`config.mk`:
```
export PLATFORM = sky130hd
export DESIGN_NAME = team_01
export DESIGN_NICKNAME = d
export VERILOG_FILES = /design/src/team_01_pkg.sv /design/src/instr_capture.sv /design/src/team_01.sv /design/src/team_01_cpu.sv /design/src/wishbone_manager.sv
export VERILOG_INCLUDE_DIRS = /design/src
export SDC_FILE = /design/constraint.sdc
export NUM_CORES = 1
export LEC_CHECK = 0
export BUFFER_PORTS_ARGS = -buffer_cell sky130_fd_sc_hd__buf_2
export CORE_MARGIN = 2
export CORE_UTILIZATION = 25
export DETAILED_ROUTE_END_ITERATION = 12
export GPL_ROUTABILITY_DRIVEN = 0
export PLACE_DENSITY_LB_ADDON = 0.3
export RECOVER_POWER = 100
export SLEW_MARGIN = 10
export SYNTH_ARGS = -nofsm -noshare
export SYNTH_HDL_FRONTEND = slang
export SYNTH_SLANG_ARGS = --single-unit
```
`constraint.sdc`:
```
create_clock -name clk -period 16.1 [get_ports clk]
set_input_delay 3.22 -clock clk [delete_from_list [all_inputs] [get_ports clk]]
set_output_delay 3.22 -clock clk [all_outputs]
set_load 0.01 [all_outputs]
```
`src/team_01_defines.svh`:
```
// ##############################
// Shared width and pin constants for the team_01 user-area slice
// Include in any RTL file that sizes data, registers or pins
// ##############################

`ifndef TEAM_01_DEFINES_SVH
`define TEAM_01_DEFINES_SVH

// Bus and register width in bits
`define TEAM_DATA_W 32

// Register file depth, r0 reads as zero
`define TEAM_NREGS 8

// Opcode field width, top bits of the instruction
`define TEAM_OP_W 4

// gpio_out bit carrying the sticky overrun flag
// Busy sits on the bit just above it
`define TEAM_OVR_PIN 32

`endif

```
`src/team_01_pkg.sv`:
```
// ##############################
// Types shared by capture, core and Wishbone manager
// Pull in with a wildcard import in the module header
// ##############################

package team_01_pkg;

   // Data word on bus and in registers
   typedef logic [31:0] word_t;

   // Byte address on the bus
   typedef logic [31:0] addr_t;

   // One bit per byte lane
   typedef logic [3:0] sel_t;

   // Index into the eight-entry register file
   typedef logic [2:0] reg_idx_t;

   // Instruction opcodes, unlisted codes act as no-ops
   typedef enum logic [3:0] {
      OP_ADDI = 4'd0,
      OP_ADD  = 4'd1,
      OP_SUB  = 4'd2,
      OP_AND  = 4'd3,
      OP_OR   = 4'd4,
      OP_XOR  = 4'd5,
      OP_LW   = 4'd6,
      OP_SW   = 4'd7,
      OP_SB   = 4'd8
   } opcode_e;

   // Bus manager FSM
   typedef enum logic {IDLE, WAIT_ACK} wbm_state_e;

   // Core FSM
   typedef enum logic {READY, WAIT_BUS} cpu_state_e;

endpackage

```
`src/instr_capture.sv`:
```
// ##############################
// Input side: latches a strobed pin word for the core
// One holding entry, extra strobes while full set a sticky overrun
// ##############################

`include "team_01_defines.svh"

module instr_capture import team_01_pkg::*; (
   input  logic  clk,
   input  logic  rst_i,
   input  logic  en_i,
   input  word_t pin_word_i,
   input  logic  pin_strobe_i,
   input  logic  instr_take_i,
   output word_t instr_o,
   output logic  instr_pending_o,
   output logic  overrun_o
);

   // Strobe only counts while enabled
   logic strobe_en;

   assign strobe_en = en_i & pin_strobe_i;

   // Pending and overrun flags
   always_ff @(posedge clk) begin
      if (rst_i) begin
         instr_pending_o <= 1'b0;
         overrun_o       <= 1'b0;
      end else begin
         // Core consumed the word
         if (instr_take_i) begin
            instr_pending_o <= 1'b0;
         end
         if (strobe_en) begin
            // Entry still full, word is dropped
            if (instr_pending_o) begin
               overrun_o <= 1'b1;
            end else begin
               instr_pending_o <= 1'b1;
            end
         end
      end
   end

   // Holding register, loaded only into a free entry
   always_ff @(posedge clk) begin
      if (strobe_en && !instr_pending_o) begin
         instr_o <= pin_word_i;
      end
   end

   // Core must not take a word that was never captured
   a_take_needs_pending: assert property (
      @(posedge clk) disable iff (rst_i)
      instr_take_i |-> instr_pending_o
   );

endmodule

```
`src/team_01.sv`:
```
// ##############################
// Top of the team_01 slice: pins -> capture -> core -> Wishbone
// Overrun and busy shown on gpio_out, everything else tied low
// ##############################

`include "team_01_defines.svh"

module team_01 import team_01_pkg::*; (
   input  logic         clk,
   input  logic         rst_i,
   // Chip enable, gates new work
   input  logic         en_i,
   // Logic analyser, not used here
   input  logic [127:0] la_data_in_i,
   output logic [127:0] la_data_out_o,
   input  logic [127:0] la_oenb_i,
   // Breakout pins, oeb is active low
   input  logic [33:0]  gpio_in_i,
   output logic [33:0]  gpio_out_o,
   output logic [33:0]  gpio_oeb_o,
   // Wishbone
   input  word_t        dat_i,
   input  logic         ack_i,
   output addr_t        adr_o,
   output word_t        dat_o,
   output sel_t         sel_o,
   output logic         we_o,
   output logic         stb_o,
   output logic         cyc_o
);

   // Capture to core
   word_t instr;
   logic  instr_pending;
   logic  instr_take;
   logic  overrun;

   // Core to manager
   word_t cpu_dat_i;
   word_t cpu_dat_o;
   addr_t adr_i;
   sel_t  sel_i;
   logic  write_i;
   logic  read_i;
   logic  busy_o;

   // Word on the low pins, strobe just above
   instr_capture i_capture (
      .clk             (clk),
      .rst_i           (rst_i),
      .en_i            (en_i),
      .pin_word_i      (gpio_in_i[`TEAM_DATA_W-1:0]),
      .pin_strobe_i    (gpio_in_i[`TEAM_DATA_W]),
      .instr_take_i    (instr_take),
      .instr_o         (instr),
      .instr_pending_o (instr_pending),
      .overrun_o       (overrun)
   );

   team_01_cpu i_cpu (
      .clk             (clk),
      .rst_i           (rst_i),
      .en_i            (en_i),
      .instr_i         (instr),
      .instr_pending_i (instr_pending),
      .instr_take_o    (instr_take),
      .busy_i          (busy_o),
      .cpu_dat_i       (cpu_dat_o),
      .cpu_dat_o       (cpu_dat_i),
      .adr_o           (adr_i),
      .sel_o           (sel_i),
      .write_o         (write_i),
      .read_o          (read_i)
   );

   wishbone_manager i_wbm (
      .clk       (clk),
      .rst_i     (rst_i),
      .dat_i     (dat_i),
      .ack_i     (ack_i),
      .cpu_dat_i (cpu_dat_i),
      .adr_i     (adr_i),
      .sel_i     (sel_i),
      .write_i   (write_i),
      .read_i    (read_i),
      .adr_o     (adr_o),
      .dat_o     (dat_o),
      .sel_o     (sel_o),
      .we_o      (we_o),
      .stb_o     (stb_o),
      .cyc_o     (cyc_o),
      .cpu_dat_o (cpu_dat_o),
      .busy_o    (busy_o)
   );

   assign la_data_out_o = '0;

   // Status pins, low bits unused
   assign gpio_out_o[`TEAM_DATA_W-1:0]  = '0;
   assign gpio_out_o[`TEAM_OVR_PIN]     = overrun;
   assign gpio_out_o[`TEAM_OVR_PIN + 1] = busy_o;

   // Only the two status pins drive
   assign gpio_oeb_o = ~(34'b11 << `TEAM_OVR_PIN);

endmodule

```
`src/team_01_cpu.sv`:
```
// ##############################
// Register-machine core: decode, register file, ALU, bus requests
// Takes one captured word at a time, waits on busy for loads/stores
// ##############################

`include "team_01_defines.svh"

module team_01_cpu import team_01_pkg::*; (
   input  logic  clk,
   input  logic  rst_i,
   input  logic  en_i,
   input  word_t instr_i,
   input  logic  instr_pending_i,
   output logic  instr_take_o,
   input  logic  busy_i,
   input  word_t cpu_dat_i,
   output word_t cpu_dat_o,
   output addr_t adr_o,
   output sel_t  sel_o,
   output logic  write_o,
   output logic  read_o
);

   // Register file, r0 never written
   word_t regs [`TEAM_NREGS];

   cpu_state_e state_q;
   reg_idx_t   rd_q;
   logic       load_q;

   // Decoded fields
   opcode_e  opcode;
   reg_idx_t rd;
   reg_idx_t rs1;
   reg_idx_t rs2;
   word_t    imm;
   word_t    rs1_val;
   word_t    rs2_val;
   word_t    alu_res;
   addr_t    eff_addr;
   logic     is_alu;

   // Register file write port
   logic     rf_we;
   reg_idx_t rf_waddr;
   word_t    rf_wdata;

   assign opcode = opcode_e'(instr_i[31 -: `TEAM_OP_W]);
   assign rd     = instr_i[27:25];
   assign rs1    = instr_i[24:22];
   assign rs2    = instr_i[21:19];
   // Sign-extended 16-bit immediate
   assign imm    = {{(`TEAM_DATA_W - 16){instr_i[15]}}, instr_i[15:0]};

   // r0 reads as zero
   assign rs1_val = (rs1 == '0) ? '0 : regs[rs1];
   assign rs2_val = (rs2 == '0) ? '0 : regs[rs2];

   // Wraps modulo 2^32
   assign eff_addr = rs1_val + imm;

   // Consume a word only when idle, enabled and the bus is free
   assign instr_take_o = (state_q == READY) && instr_pending_i && en_i && !busy_i;

   // ALU
   always_comb begin
      alu_res = '0;
      is_alu  = 1'b1;
      case (opcode)
         OP_ADDI: alu_res = rs1_val + imm;
         OP_ADD:  alu_res = rs1_val + rs2_val;
         OP_SUB:  alu_res = rs1_val - rs2_val;
         OP_AND:  alu_res = rs1_val & rs2_val;
         OP_OR:   alu_res = rs1_val | rs2_val;
         OP_XOR:  alu_res = rs1_val ^ rs2_val;
         default: is_alu  = 1'b0;
      endcase
   end

   // Bus request, valid in the take cycle only
   assign adr_o   = eff_addr;
   assign read_o  = instr_take_o && (opcode == OP_LW);
   assign write_o = instr_take_o && ((opcode == OP_SW) || (opcode == OP_SB));

   // SB drives one lane from address bits 1:0, byte copied to all lanes
   always_comb begin
      if (opcode == OP_SB) begin
         sel_o     = sel_t'(4'b0001 << eff_addr[1:0]);
         cpu_dat_o = {4{rs2_val[7:0]}};
      end else begin
         sel_o     = 4'b1111;
         cpu_dat_o = rs2_val;
      end
   end

   // Write-back source: ALU at take, load data when busy drops
   always_comb begin
      rf_we    = 1'b0;
      rf_waddr = rd;
      rf_wdata = alu_res;
      if (instr_take_o && is_alu) begin
         rf_we = 1'b1;
      end else if ((state_q == WAIT_BUS) && !busy_i && load_q) begin
         rf_we    = 1'b1;
         rf_waddr = rd_q;
         rf_wdata = cpu_dat_i;
      end
   end

   always_ff @(posedge clk) begin
      if (rf_we && (rf_waddr != '0)) begin
         regs[rf_waddr] <= rf_wdata;
      end
   end

   // Sequencer
   always_ff @(posedge clk) begin
      if (rst_i) begin
         state_q <= READY;
         load_q  <= 1'b0;
      end else begin
         case (state_q)
            READY: begin
               if (read_o || write_o) begin
                  state_q <= WAIT_BUS;
                  load_q  <= read_o;
               end
            end
            WAIT_BUS: begin
               // Finishes even with en low
               if (!busy_i) begin
                  state_q <= READY;
                  load_q  <= 1'b0;
               end
            end
            default: state_q <= READY;
         endcase
      end
   end

   // Destination of an outstanding load
   always_ff @(posedge clk) begin
      if (read_o) begin
         rd_q <= rd;
      end
   end

   // Manager must answer a request with busy on the next edge
   a_request_answered: assert property (
      @(posedge clk) disable iff (rst_i)
      (read_o || write_o) |=> busy_i
   );

endmodule

```
`src/wishbone_manager.sv`:
```
// ##############################
// Output side: Wishbone classic manager, one access at a time
// Read/write pulse starts a cycle, busy stays high until ACK
// ##############################

`include "team_01_defines.svh"

module wishbone_manager import team_01_pkg::*; (
   input  logic  clk,
   input  logic  rst_i,
   // Bus side inputs
   input  word_t dat_i,
   input  logic  ack_i,
   // Requests from the core
   input  word_t cpu_dat_i,
   input  addr_t adr_i,
   input  sel_t  sel_i,
   input  logic  write_i,
   input  logic  read_i,
   // Bus side outputs
   output addr_t adr_o,
   output word_t dat_o,
   output sel_t  sel_o,
   output logic  we_o,
   output logic  stb_o,
   output logic  cyc_o,
   // Back to the core
   output word_t cpu_dat_o,
   output logic  busy_o
);

   wbm_state_e state_q;

   // Busy for the whole bus cycle
   assign busy_o = (state_q == WAIT_ACK);

   // Control state
   always_ff @(posedge clk) begin
      if (rst_i) begin
         state_q <= IDLE;
         cyc_o   <= 1'b0;
         stb_o   <= 1'b0;
         we_o    <= 1'b0;
      end else begin
         case (state_q)
            IDLE: begin
               if (read_i || write_i) begin
                  state_q <= WAIT_ACK;
                  cyc_o   <= 1'b1;
                  stb_o   <= 1'b1;
                  we_o    <= write_i;
               end
            end
            WAIT_ACK: begin
               // Drop the cycle the edge after ACK
               if (ack_i) begin
                  state_q <= IDLE;
                  cyc_o   <= 1'b0;
                  stb_o   <= 1'b0;
                  we_o    <= 1'b0;
               end
            end
            default: state_q <= IDLE;
         endcase
      end
   end

   // Address, data and lanes held steady through the cycle
   always_ff @(posedge clk) begin
      if ((state_q == IDLE) && (read_i || write_i)) begin
         adr_o <= adr_i;
         dat_o <= cpu_dat_i;
         sel_o <= sel_i;
      end
   end

   // Read data kept for the core after the cycle ends
   always_ff @(posedge clk) begin
      if ((state_q == WAIT_ACK) && ack_i && !we_o) begin
         cpu_dat_o <= dat_i;
      end
   end

   // Open cycle stays up with steady outputs until ACK
   a_hold_until_ack: assert property (
      @(posedge clk) disable iff (rst_i)
      (cyc_o && !ack_i) |=> (cyc_o && stb_o && $stable(adr_o) && $stable(dat_o)
                             && $stable(sel_o) && $stable(we_o))
   );

   // Core must hold off while a cycle is open
   a_no_req_when_busy: assert property (
      @(posedge clk) disable iff (rst_i)
      (read_i || write_i) |-> !busy_o
   );

endmodule
```
# Word-level counts from Yosys, hierarchy flattened
# Memory sizes are Yosys's and may differ from the RTL's. A register that Yosys moved wholly into a read port is not among the register bits.
# Cells that the tools add are included.
word_totals:
  ff_bits: 142
  ram_bits: 256
  input_bits: 326
  output_inout_bits: 267
  elab_cells: 93
  mem_count: 1
mem_list:
  columns: ["name", "depth", "width", "read_ports", "rd_clocked_by_memory_dff", "write_ports", "line_no", "source"]
  rows:
  - ["i_cpu.regs", 8, 32, 2, 2, 1, "team_01_cpu.sv:25", "word_t regs [`TEAM_NREGS];"]
classes:
  n_addsub: 3
  n_eq_ne: 12
  shifts: 1
  n_mux: 31
  bitwise: 6
  n_reduce_logical: 26
op_table:
  columns: ["operator", "count"]
  rows:
  - ["case mux 32 bit (6 select lines)", 1]
  - ["two-way mux 32 bit", 5]
  - ["adder 32 bit", 2]
  - ["bitwise AND 32 bit", 1]
  - ["bitwise OR 32 bit", 1]
  - ["subtractor 32 bit", 1]
  - ["bitwise XOR 32 bit", 1]
  - ["equality test 4 x 3 -> 1 bit, second input constant", 4]
  - ["two-way mux 1 bit", 16]
  - ["logical AND 1 bit", 13]
  - ["two-way mux 3 bit", 4]
  - ["case mux 1 bit (2 select lines)", 5]
  - ["equality test 4 x 2 -> 1 bit, second input constant", 2]
  - ["inequality test 2 bit, second input constant", 4]
  - ["zero test 3 bit", 2]
  - ["AND reduction 2 bit", 3]
  - ["OR reduction 6 bit", 1]
  - ["equality test 4 x 1 -> 1 bit, second input constant", 1]
  - ["equality test 4 bit, second input constant", 1]
  - ["zero test 4 bit", 1]
  - ["<< shifter 1 x 2 -> 4 bit, first input constant", 1]
  - ["zero test 1 bit", 3]
  - ["nonzero test 3 bit", 1]
  - ["logical OR 1 bit", 2]
  - ["other kinds (2)", 3]

# Longest topological paths before layout
# Gate-level depths: netlist of the first run.
depth:
  depth_word: 10
  ltp_mapped: 25
  ltp_nobuf: 21

# Cells and area by module
# A second synthesis of the first run with hierarchy kept.
unflattened:
  cells_unflattened: 1936
  hier_area_um2: 22611.7
modules_own_cells:
  columns: ["module", "instances", "cells_per_inst", "area_each_um2", "seq_area_each_um2"]
  rows:
  - ["team_01_cpu", 1, 1583, 16953.8, 6916.6]
  - ["wishbone_manager", 1, 115, 3144.3, 3062.9]
  - ["team_01", 1, 198, 1478.9, 0.0]
  - ["instr_capture", 1, 40, 1034.7, 1001.0]

# Worst setup path before layout of the first run
# OpenSTA, ideal clock, no wires.
synth_path:
  path_type: "reg-to-reg"
  start: "reg (tool-made name)"
  end: "mem i_cpu.regs[0][31] in the netlist's numbering, data pin"
  setup_time_ps: 276
  t_arrival_ps: 5580
  required_ps: 15824
  path_slack_ps: 10244
  stages_incl_launch_ff: 26
  n_path_buf: 5
  synth_period_minus_slack_ps: 5856
  path_cell_list: "dfxtp_1 -> buf_4 -> buf_1 -> clkbuf_1 -> buf_1 -> clkbuf_1 -> mux2i_1 -> nor2_1 -> inv_1 -> ha_1 -> nand4_1 -> or2_2 -> nor3_1 -> nor2_1 -> xnor2_1 -> ha_1 -> a21o_1 -> a21oi_1 -> nor2b_1 -> or2_2 -> a221o_1 -> a31oi_1 -> o21ai_0 -> xnor2_1 -> o21ai_1 -> a31o_1"
synth_lines:
  columns: ["item", "line_no"]
  rows:
  - ["end: declaration", "team_01_cpu.sv:25"]

==> metrics.md, run 1 <==
| Metric | Value |
|---|---|
| Die ar. | `slightly below 100000 um^2` |
| Slew Limit Fails | `~490` |
| Die Y | `313 um` |
| Site Rows | `113` |
| CTS Root Cell | `clkbuf_16` |
| Global-route wire length before repair | `104000 um` |
| Cts hold-fix bufs | `0` |
| IO Count | `a little under 600` |
| Vias per cell | `4.70` |
| Startpoint types | `flip-flop` |
| Post-layout min period | `11160 ps` |
| Syn. warnings | `0` |
| Synth Register Bits | `between 400 and 500` |
| Mean routed wirelength per cell | `approximately 21 um` |
| Max_cap viols | `15` |
| Sum of negative setup slack | `0 ps` |
| Most common cell after layout, fill and taps aside | `edfxtp_1` |
| Reg clk slew, reported paths | `about 60 ps` |
| Pwr dens | `around 110 nW/um^2` |
| Routed WL | `roughly 70000 um` |
| Post-synth EDFFs | `between 300 and 400` |
| Post-CTS Setup Bufs | `0` |
| CTS Buffer Depth | `3` |
| Starting density of the core | `between 20 and 30%` |
| CTS sink count | `roughly 400` |
| Util after Layout | `between 20% and 30%` |
| Ys flop type | `edfxtp_1` |
| Cell area after synthesis | `about 24000 um^2` |
| Dpl hpwl | `about 48000 um` |
| Final #Nets | `between 2000 and 2500` |
| Initial antenna violation count | `3` |
| DRC viols | `0` |
| Worst Path Max Fanout | `slightly above 40` |
| Vias in the first global route | `around 16000` |
| Die W | `between 300 and 400 um` |
| Layout cells sized above 1 | `roughly 14%` |
| Worst Hold Class | `flip-flop to flip-flop` |
| Placed cell areas | `approximately 25000 um^2` |
| Seq/Total Area, Yosys | `50.0%` |
| Failing checks | `max-capacitance violations, max-slew violations` |
| CTS H-Tree Depth | `2` |
| Final worst-path cycle share | `69.3%` |
| Relative slew slack | `-166%` |
| Port bufs | `around 140` |
| Gr usage total | `~14%` |
| TritonCTS clock tree | `built` |
| CP arrival | `around 11000 ps` |
| Final Setup Violations | `0` |
| Leakage | `a little under 10 nW` |
| CTS resizes | `0` |
| CTS Buf Count | `44` |
| CP required | `about 16000 ps` |
| Crit Path Class | `flip-flop to flip-flop` |
| Total grt overflow | `0` |
| Initial DRC Count | `approximately 1300` |
| DR vias | `15699` |
| Nature of the critical path endpoint | `flip-flop` |
| FMAX | `89.6 MHz` |
| Most frequent cells in the layout | `388 x edfxtp_1, 226 x conb_1, 127 x ha_1` |
| Syn Inst Count | `1885` |
| Setup Skew | `28.4 ps` |
| DR pass1 iterations | `5` |
| Worst-margin pin slew | `about 4000 ps` |
| Diode count | `0` |
| Final instance area | `between 20000 and 30000 um^2` |
| Final Hold Violating Endpoints | `0` |
| Area delta synth->final | `12.0%` |
| Core ar. | `~95000 um^2` |
| Clk Latency, worst-skew pair | `approximately 600 ps` |
| Largest net degree at the start of global routing | `64` |
| Routed Antenna Nets | `0` |
| Outcome | `complete, but fails checks` |
| Unique cell type count in the Yosys netlist | `72` |
| Syn avg cell area | `approximately 13 um^2` |
| Post-synth ARST share | `0%` |
| Max VDD drop | `0.0000713 V` |
| RSZ-0062 raised after global routing | `no` |
==> metrics by stage <==
step           total power, mW  worst slack, ps  instances  hold slack (ps)
3_5_place_dp              1.84             8250       3257              453
4_1_cts                   2.91             8180       3338              469
6_report                  2.88             4940       3338              466
3_3_place_gp              1.82             8340       3257              447
5_1_grt                   3.01             4030       3338              533
2_1_floorplan             1.70            10240       2109              438
==> critical path, cell delays in order, from the launching register on <==
cell	delay [ps]
dfxtp_1	1550
clkbuf_1	2890
mux4_2	760
mux2i_1	290
nor2_1	220
nor4_1	760
inv_1	120
o21ai_0	240
xnor2_1	100
ha_1	390
nand3_1	110
o311ai_0	860
o22ai_1	330
o21ai_0	820
a21oi_1	190
xnor2_1	170
a221oi_1	680
nor2_1	290
==> Yosys cell counts (4+ instances only) <==
cell type | count | share of area [%]
edfxtp_1 | 388 | 49
buf_4 | 201 | 6.3
ha_1 | 127 | 6.7
nand2_1 | 125 | 2.0
mux4_2 | 117 | 11
nor2_1 | 105 | 1.7
a21oi_1 | 101 | 2.1
inv_1 | 85 | 1.3
o21ai_0 | 83 | 1.7
xnor2_1 | 68 | 2.5
clkbuf_1 | 59 | 0.93
a21o_1 | 49 | 1.5
nand2b_1 | 43 | 1.1
a31oi_1 | 27 | 0.71
mux2i_1 | 27 | 1.1
a22oi_1 | 21 | 0.66
a221oi_1 | 17 | 0.63
nand3_1 | 17 | 0.36
xor2_1 | 17 | 0.63
nor3_1 | 14 | 0.29
dfxtp_1 | 13 | 1.1
or2_2 | 13 | 0.34
a211oi_1 | 11 | 0.35
buf_1 | 11 | 0.17
mux4_1 | 11 | 1.2
o31ai_1 | 11 | 0.35
nor2b_1 | 9 | 0.24
buf_2 | 7 | 0.15
o211ai_1 | 7 | 0.22
o21a_1 | 7 | 0.22
nand3b_1 | 6 | 0.19
nand4_1 | 6 | 0.16
a211o_1 | 5 | 0.18
and2_1 | 5 | 0.13
o21bai_1 | 5 | 0.16
a21boi_0 | 4 | 0.13
a31o_2 | 4 | 0.15
o221ai_1 | 4 | 0.15
==> routing by layer <==
metal | vias up | part of all wire (%) | track usage (%)
met5 | - | 0 | 0
met3 | 105 | 7.1 | 2.83
li1 | 7004 | - | -
met1 | 7931 | 42 | 18.5
met2 | 659 | 47 | 23.7
met4 | 0 | 3.1 | 4.71
==> path summary, 6_finish.rpt <==
kind / start / end / slack (ps) / cells after the start
max: flip-flop / i_cpu.regs[3][22] / 4940 / 17
min: i_capture.overrun_o / i_capture.overrun_o / 470 / 2
max reg2reg: flip-flop / i_cpu.regs[3][22] / 4940 / 17
min reg2reg: i_capture.overrun_o / i_capture.overrun_o / 470 / 2
==> layout make-up <==
class | count | area, um^2
Timing Repair Buffer | 165 | 726
Multi-Input combinational cell | 1341 | 10600
Sequential cell | 401 | 11900
Clock inverter | 31 | 378
Fill cell | 9657 | 68100
Inverter | 85 | 319
Clock buffer | 50 | 1120
Tap cell | 1265 | 1580
==> state kept, by name, summed over array words and instances (netlist names), named ones only <==
signal,flops
i_cpu.state_q,1
i_wbm.stb_o,1
i_wbm.dat_o,32
i_wbm.busy_o,1
i_wbm.we_o,1
i_capture.instr_pending_o,1
i_capture.instr_o,29
i_capture.overrun_o,1
i_cpu.load_q,1
i_cpu.regs,256
i_wbm.cpu_dat_o,32
i_wbm.adr_o,32
i_cpu.rd_q,3
i_wbm.sel_o,4
==> report_power, final <==
group | internal, mW | switching [mW] | total, mW
clock | 0.621 | 0.437 | 1.06
combinational | 0.234 | 0.375 | 0.609
sequential | 1.19 | 0.0230 | 1.22
==> cells by family (layout without fill, tap and decap cells) <==
family	after synthesis	in the layout	share of synthesized area (%)
compound gates	385	385	10.4
mux	155	155	13.4
buf+inv	367	331	9.13
simple gates	361	361	7.06
fa+ha+maj	129	129	6.84
xor+xnor	85	85	3.13
other cells	2	226	0.0315
flops	401	401	50.0
(Power assumes the default switching activity.)
==> inputs of run 2 (changes only) <==
==> constraint.sdc (replaced) <==
create_clock -name clk -period 10.6 [get_ports clk]
set_input_delay 2.12 -clock clk [delete_from_list [all_inputs] [get_ports clk]]
set_output_delay 2.12 -clock clk [all_outputs]
set_load 0.01 [all_outputs]
==> run 2 against run 1 <==
Compared with the run above: the flow still finishes with violations (max-capacitance violations, max-slew violations); count of clock-buffer cells in the layout up 6; critical path depth is the same; sequential cell count unchanged; register-to-register slack worse by 2900 ps; final area fell by 0.39%; global-route usage about the same; setup slack got worse by 2900 ps; power rose by 48%; sequential power grew 52%; clock power increased by 42%; clock skew decreased by 7.1 ps; die area is the same; critical endpoint unchanged; largest power group unchanged; highest routed layer unchanged.
==> metrics.md, run 2 (synthesized netlist as in run 1, its figures left out) <==
| Metric | Value |
|---|---|
| Worst Path Max Fanout | `40` |
| Post-layout min period | `8550 ps` |
| Dpl hpwl | `48300 um` |
| Site Rows | `113` |
| Gr usage total | `~14%` |
| Die W | `around 310 um` |
| Relative slew slack | `-120%` |
| Vias per cell | `around 4.7` |
| Area delta synth->final | `11.6%` |
| Diode count | `0` |
| Reg clk slew, reported paths | `around 60 ps` |
| Max reg flops | `~260` |
| CTS Buffer Depth | `3` |
| Vias in the first global route | `approximately 15000` |
| DR vias | `between 15000 and 20000` |
| Final Setup Violations | `0` |
| Routed WL | `between 70000 and 80000 um` |
| Mean routed wirelength per cell | `21.4 um` |
| Layout cells sized above 1 | `between 10% and 20%` |
| Crit Path Class | `flip-flop to flip-flop` |
| Cells on worst reg2reg path | `17` |
| FMAX | `between 100 and 150 MHz` |
| CTS sink count | `around 400` |
| Core ar. | `94700 um^2` |
| CTS resizes | `0` |
| Die ar. | `about 100000 um^2` |
| Most frequent cells in the layout | `388 x edfxtp_1, 226 x conb_1, 127 x ha_1` |
| Slew Limit Fails | `between 400 and 500` |
| CTS H-Tree Depth | `2` |
| TritonCTS clock tree | `built` |
| Worst Hold Class | `flip-flop to flip-flop` |
| Clk Latency, worst-skew pair | `600 ps` |
| Port bufs | `approximately 140` |
| Largest net degree at the start of global routing | `between 60 and 70` |
| Initial DRC Count | `1223` |
| R2r endpoint | `i_cpu.regs[3][22]` |
| Sum of negative setup slack | `0 ps` |
| IO Count | `~590` |
| Critical Path End | `i_cpu.regs[3][22]` |
| Failing checks | `max-capacitance violations, max-slew violations` |
| RSZ-0062 raised after global routing | `no` |
| Initial antenna violation count | `3` |
| DRC viols | `0` |
| Worst-margin pin slew | `about 3300 ps` |
| Leakage | `9.82 nW` |
| Global-route wire length before repair | `approximately 100000 um` |
| CTS Root Cell | `clkbuf_16` |
| Startpoint types | `flip-flop` |
| Largest Register | `i_cpu.regs` |
| Die Y | `313 um` |
| Max_cap viols | `13` |
| Setup Skew | `about 21 ps` |
| Post-CTS Setup Bufs | `0` |
| Most common cell after layout, fill and taps aside | `edfxtp_1` |
| Final worst-path cycle share | `80.7%` |
| Power Total | `4.28 mW` |
| Outcome | `complete, but fails checks` |
| CP arrival | `approximately 9000 ps` |
| Final instance area | `~27000 um^2` |
| Reg2Reg Setup Slack | `around 2000 ps` |
| Max VDD drop | `approximately 0.000098 V` |
| Cts hold-fix bufs | `0` |
| Starting density of the core | `25.1%` |
| Total grt overflow | `0` |
| DR pass1 iterations | `5` |
| Routed Antenna Nets | `0` |
| Final #Nets | `around 2500` |
| Placed cell areas | `25400 um^2` |
| Pwr dens | `approximately 160 nW/um^2` |
| Nature of the critical path endpoint | `flip-flop` |
| Final Hold Violating Endpoints | `0` |
| CP required | `10860 ps` |
| CTS Buf Count | `44` |
-- run 2: critical path, stage by stage, from the launching register on --
cell and delay (ps):
dfxtp_1 1580, buf_4 900, mux4_1 660, mux2i_1 360, a41oi_1 250, or4_1 500, or4b_1 750, o21ai_0 290
xnor2_1 110, ha_1 390, a21oi_1 90, nand2_1 80, o22ai_1 110, o21ai_0 760, a21oi_1 200, xnor2_1 170
a221oi_1 690, nor2_1 290
-- run 2: stage by stage --
step | hold WS (ps) | utilization [%] | setup slack (ps) | std cells
4_1_cts | 483 | 28.2 | 2950 | 3338
3_3_place_gp | 448 | 26.8 | 3090 | 3257
3_5_place_dp | 470 | 26.8 | 3030 | 3257
5_1_grt | 503 | 28.0 | 1530 | 3338
6_report | 490 | 28.0 | 2050 | 3338
2_1_floorplan | 438 | - | 4740 | 2109
-- run 2: how the worst min path moves through the flow --
stage	start	end	slack (ps)	cells after the start
2_1_floorplan	i_capture.overrun_o	i_capture.overrun_o	440	2
3_3_place_gp	i_capture.overrun_o	i_capture.overrun_o	450	2
3_5_place_dp	i_capture.overrun_o	i_capture.overrun_o	470	2
4_1_cts	i_capture.overrun_o	i_capture.overrun_o	480	2
5_1_grt	i_capture.overrun_o	i_capture.overrun_o	500	2
6_report	i_capture.overrun_o	i_capture.overrun_o	490	2
-- run 2: power breakdown --
part,total [mW],leakage (nW),internal (mW),switching (mW)
sequential,1.85,3.69,1.81,0.0374
clock,1.50,0.670,0.849,0.655
combinational,0.925,5.46,0.352,0.574
total,4.28,9.82,3.01,1.27
-- run 2: layer usage --
layer	global-route usage, %	part of all wire [%]
met3	2.27	6.2
met5	0	0
met1	18.7	43
met4	5.94	4.1
met2	23.1	47
-- run 2: layout make-up --
type / count / area (um^2)
timing repair buffer: 165 / 731
inverter: 85 / 319
sequential: 401 / 11900
tap: 1265 / 1580
clock buffer: 56 / 1150
multi-input combinational: 1341 / 10600
clock inverter: 25 / 244
fill: 9639 / 68200
==> inputs of run 3 (changes only) <==
--- a/config.mk
+++ b/config.mk
@@ -6,6 +6,7 @@
 export SDC_FILE = /design/constraint.sdc
 export NUM_CORES = 1
 export LEC_CHECK = 0
+export ABC_AREA = 1
 export BUFFER_PORTS_ARGS = -buffer_cell sky130_fd_sc_hd__buf_2
 export CORE_MARGIN = 2
 export CORE_UTILIZATION = 25
==> constraint.sdc (replaced) <==
create_clock -name clk -period 7.7 [get_ports clk]
set_input_delay 1.54 -clock clk [delete_from_list [all_inputs] [get_ports clk]]
set_output_delay 1.54 -clock clk [all_outputs]
set_load 0.01 [all_outputs]
==> run 3 against run 2 <==
Compared with the run above: the flow still finishes with violations (max-capacitance violations, max-slew violations); register-to-register slack lost 900 ps; critical path depth grew 12; maximum frequency up 31%; final area increased by 8.2%; global-route usage grew 1.1 points; clock power increased by 45%; critical path type unchanged; synthesized area grew 9.3%.
==> metrics.md, run 3 <==
| Metric | Value |
|---|---|
| Outcome | `complete, but fails checks` |
| Failing checks | `max-capacitance violations, max-slew violations` |
| Crit Path Class | `flip-flop to flip-flop` |
| Seq/Total Area, Yosys | `a little under half` |
| Total grt overflow | `0` |
| Most frequent cells in the layout | `580 x nand2_1, 388 x edfxtp_1, 367 x inv_1` |
| Ys flop type | `edfxtp_1` |
| CP required | `about 8000 ps` |
| Initial DRC Count | `1742` |
| Pwr dens | `between 200 and 250 nW/um^2` |
| Global-route wire length before repair | `~120000 um` |
| Reg area | `roughly 12000 um^2` |
| Vias in the first global route | `18938` |
| DR pass1 iterations | `7` |
| Final #Nets | `3600` |
| Most frequent CP cell | `nand2_1` |
| Starting density of the core | `25.2%` |
| Port bufs | `around 140` |
| Top cell type's share of synthesized area | `between 40% and 50%` |
| Mean routed wirelength per cell | `between 15 and 20 um` |
| Site Rows | `~120` |
| Unique cell type count in the Yosys netlist | `55` |
| Slew Limit Fails | `between 300 and 400` |
| Synth top cells by count | `578 x nand2_1, 388 x edfxtp_1, 364 x inv_1, 255 x o21ai_0, 220 x nand3_1` |
| Slowest stage cell, crit path | `dfxtp_4` |
| Die ar. | `between 100000 and 150000 um^2` |
| Worst Hold Class | `flip-flop to flip-flop` |
| Vias per cell | `roughly 4.6` |
| FMAX | `153 MHz` |
| CTS H-Tree Depth | `2` |
| CP arrival | `approximately 7000 ps` |
| Most common cell after layout, fill and taps aside | `nand2_1` |
| CTS sink count | `approximately 400` |
| DRC viols | `0` |
| Post-synth ARST share | `0%` |
| Die W | `327 um` |
| Setup Skew | `22.6 ps` |
| Startpoint types | `flip-flop` |
| Filler cells | `11079` |
| Worst-margin pin slew | `approximately 3300 ps` |
| Routed WL | `roughly 85000 um` |
| TritonCTS clock tree | `built` |
| Clk Latency, worst-skew pair | `600 ps` |
| Reg clk slew, reported paths | `60 ps` |
| Max_cap viols | `10` |
| Internal | `4.24 mW` |
| Combinational power share | `25.7%` |
| Syn Inst Count | `roughly 3000` |
| Critical path's largest stage delay | `730 ps` |
| Cell area after synthesis | `26000 um^2` |
| Dominant cell type by area after synthesis | `edfxtp_1` |
| CTS Buf Count | `between 40 and 50` |
| WHS | `around 450 ps` |
| Reg power frac | `between 40% and 50%` |
| Final Hold Violating Endpoints | `0` |
| Post-layout min period | `6550 ps` |
| Final instance area | `~29000 um^2` |
| Nature of the critical path endpoint | `flip-flop` |
| Net switching power | `~2.1 mW` |
| Top cells by area, synth | `edfxtp_1 45%, nand2_1 8.3%, ha_1 6.1%` |
| Area delta synth->final | `10.4%` |
| DR vias | `20878` |
| CTS resizes | `0` |
| Routed Antenna Nets | `0` |
| Leakage | `approximately 12 nW` |
| Core ar. | `103000 um^2` |
| Relative slew slack | `-123%` |
| RSZ-0062 raised after global routing | `no` |
| Final worst-path cycle share | `between 80% and 90%` |
| Max reg flops | `256` |
| Final Setup Violations | `0` |
| Max VDD drop | `roughly 0.00015 V` |
| CTS Buffer Depth | `3` |
| Synth Register Bits | `between 400 and 500` |
| Layout cells sized above 1 | `6.43%` |
| Footprint of the multi-input gates | `between 10000 and 15000 um^2` |
| Sum of negative setup slack | `0 ps` |
| Power Total | `~6.4 mW` |
| Worst Path Max Fanout | `43` |
| Util after Layout | `between 20 and 30%` |
| Syn. warnings | `0` |
| CTS Root Cell | `clkbuf_16` |
| Gr usage total | `between 15 and 20%` |
| Placed cell areas | `27500 um^2` |
| Largest net degree at the start of global routing | `86` |
| Syn avg cell area | `roughly 8.6 um^2` |
| Post-CTS Setup Bufs | `0` |
| Initial antenna violation count | `7` |
| Dpl hpwl | `slightly below 60000 um` |
| IO Count | `just under 600` |
| Largest Register | `i_cpu.regs` |
| Power share of the clock group | `roughly 34%` |
| Sw Ratio | `approximately a third` |
| Die Y | `327 um` |
| Cell with the most instances after synthesis | `nand2_1` |
| Cts hold-fix bufs | `0` |
| HP Start | `i_capture.instr_o[25]` |
| Post-synth EDFFs | `approximately 390` |
-- run 3: cell types whose count changed after synthesis, moves of 35 or more --
cell,previous run,this run
inv_1,85,364
a21o_1,49,11
o21ai_0,83,255
xor2_1,17,52
nand2_1,125,578
nand3_1,17,220
o211ai_1,7,64
mux4_2,117,0
a21oi_1,101,207
nand2b_1,43,0
xnor2_1,68,6
nor2_1,105,209
-- run 3: per-stage QoR --
stage	setup slack, ps	instances
floorplan	2880	3249
global placement	1970	4478
detailed placement	1960	4478
CTS	1930	4555
global route	720	4555
finish	1150	4556
-- run 3: worst max-delay path, delay by kind of cell (launching register included) --
family | cells | cell delay, ps
buffers and inverters | 4 | 1270
and+or+nand+nor | 17 | 2320
adders and majority gates | 2 | 630
AOI/OAI and AO/OA | 5 | 1060
DFF | 1 | 730
xor gates and xnor gates | 1 | 180
-- run 3: power groups by stage --
stage,registers (mW),clock network (mW),logic [mW]
4_1_cts,2.55,2.23,1.63
2_1_floorplan,2.57,0,1.21
5_1_grt,2.55,2.31,1.82
3_3_place_gp,2.59,0,1.62
3_5_place_dp,2.59,0,1.62
6_report,2.55,2.18,1.63
-- run 3: routing by layer --
metal | wire length, um | global-route usage [%] | up-vias
met5 | 13 | 0 | -
met4 | 2360 | 4.66 | 2
met3 | 6280 | 1.91 | 118
met2 | 37800 | 24.3 | 910
met1 | 38300 | 21.6 | 9789
li1 | - | - | 10059
-- run 3: final timing paths --
| check | endpoint | cells after the start | slack, ps |
|---|---|---|---|
| hold reg to reg | i_cpu.rd_q[0] | 0 | 450 |
| setup reg to reg | i_cpu.regs[0][22] | 29 | 1150 |
| hold / removal | i_cpu.rd_q[0] | 0 | 450 |
| setup / recovery | i_cpu.regs[0][22] | 29 | 1150 |
-- run 3: layout make-up --
type | instances | area share (%)
timing repair buffer | 177 | 2.99
multi-input combinational | 2148 | 39.6
clock inverter | 22 | 0.936
inverter | 372 | 4.86
tap | 1380 | 6.01
antenna | 1 | 0.00870
clock buffer | 55 | 4.12
sequential | 401 | 41.5
-- run 3: cell families (layout without fill, tap and decap cells) --
logic type | count (synthesis) | count (layout) | share of synthesized area (%)
simple gates | 1106 | 1106 | 18.5
buf+inv | 700 | 626 | 13.7
compound gates | 629 | 629 | 13.8
flops | 401 | 401 | 45.7
fa+ha+maj | 129 | 129 | 6.26
xor+xnor | 58 | 58 | 1.95
other cells | 2 | 227 | 0.0288
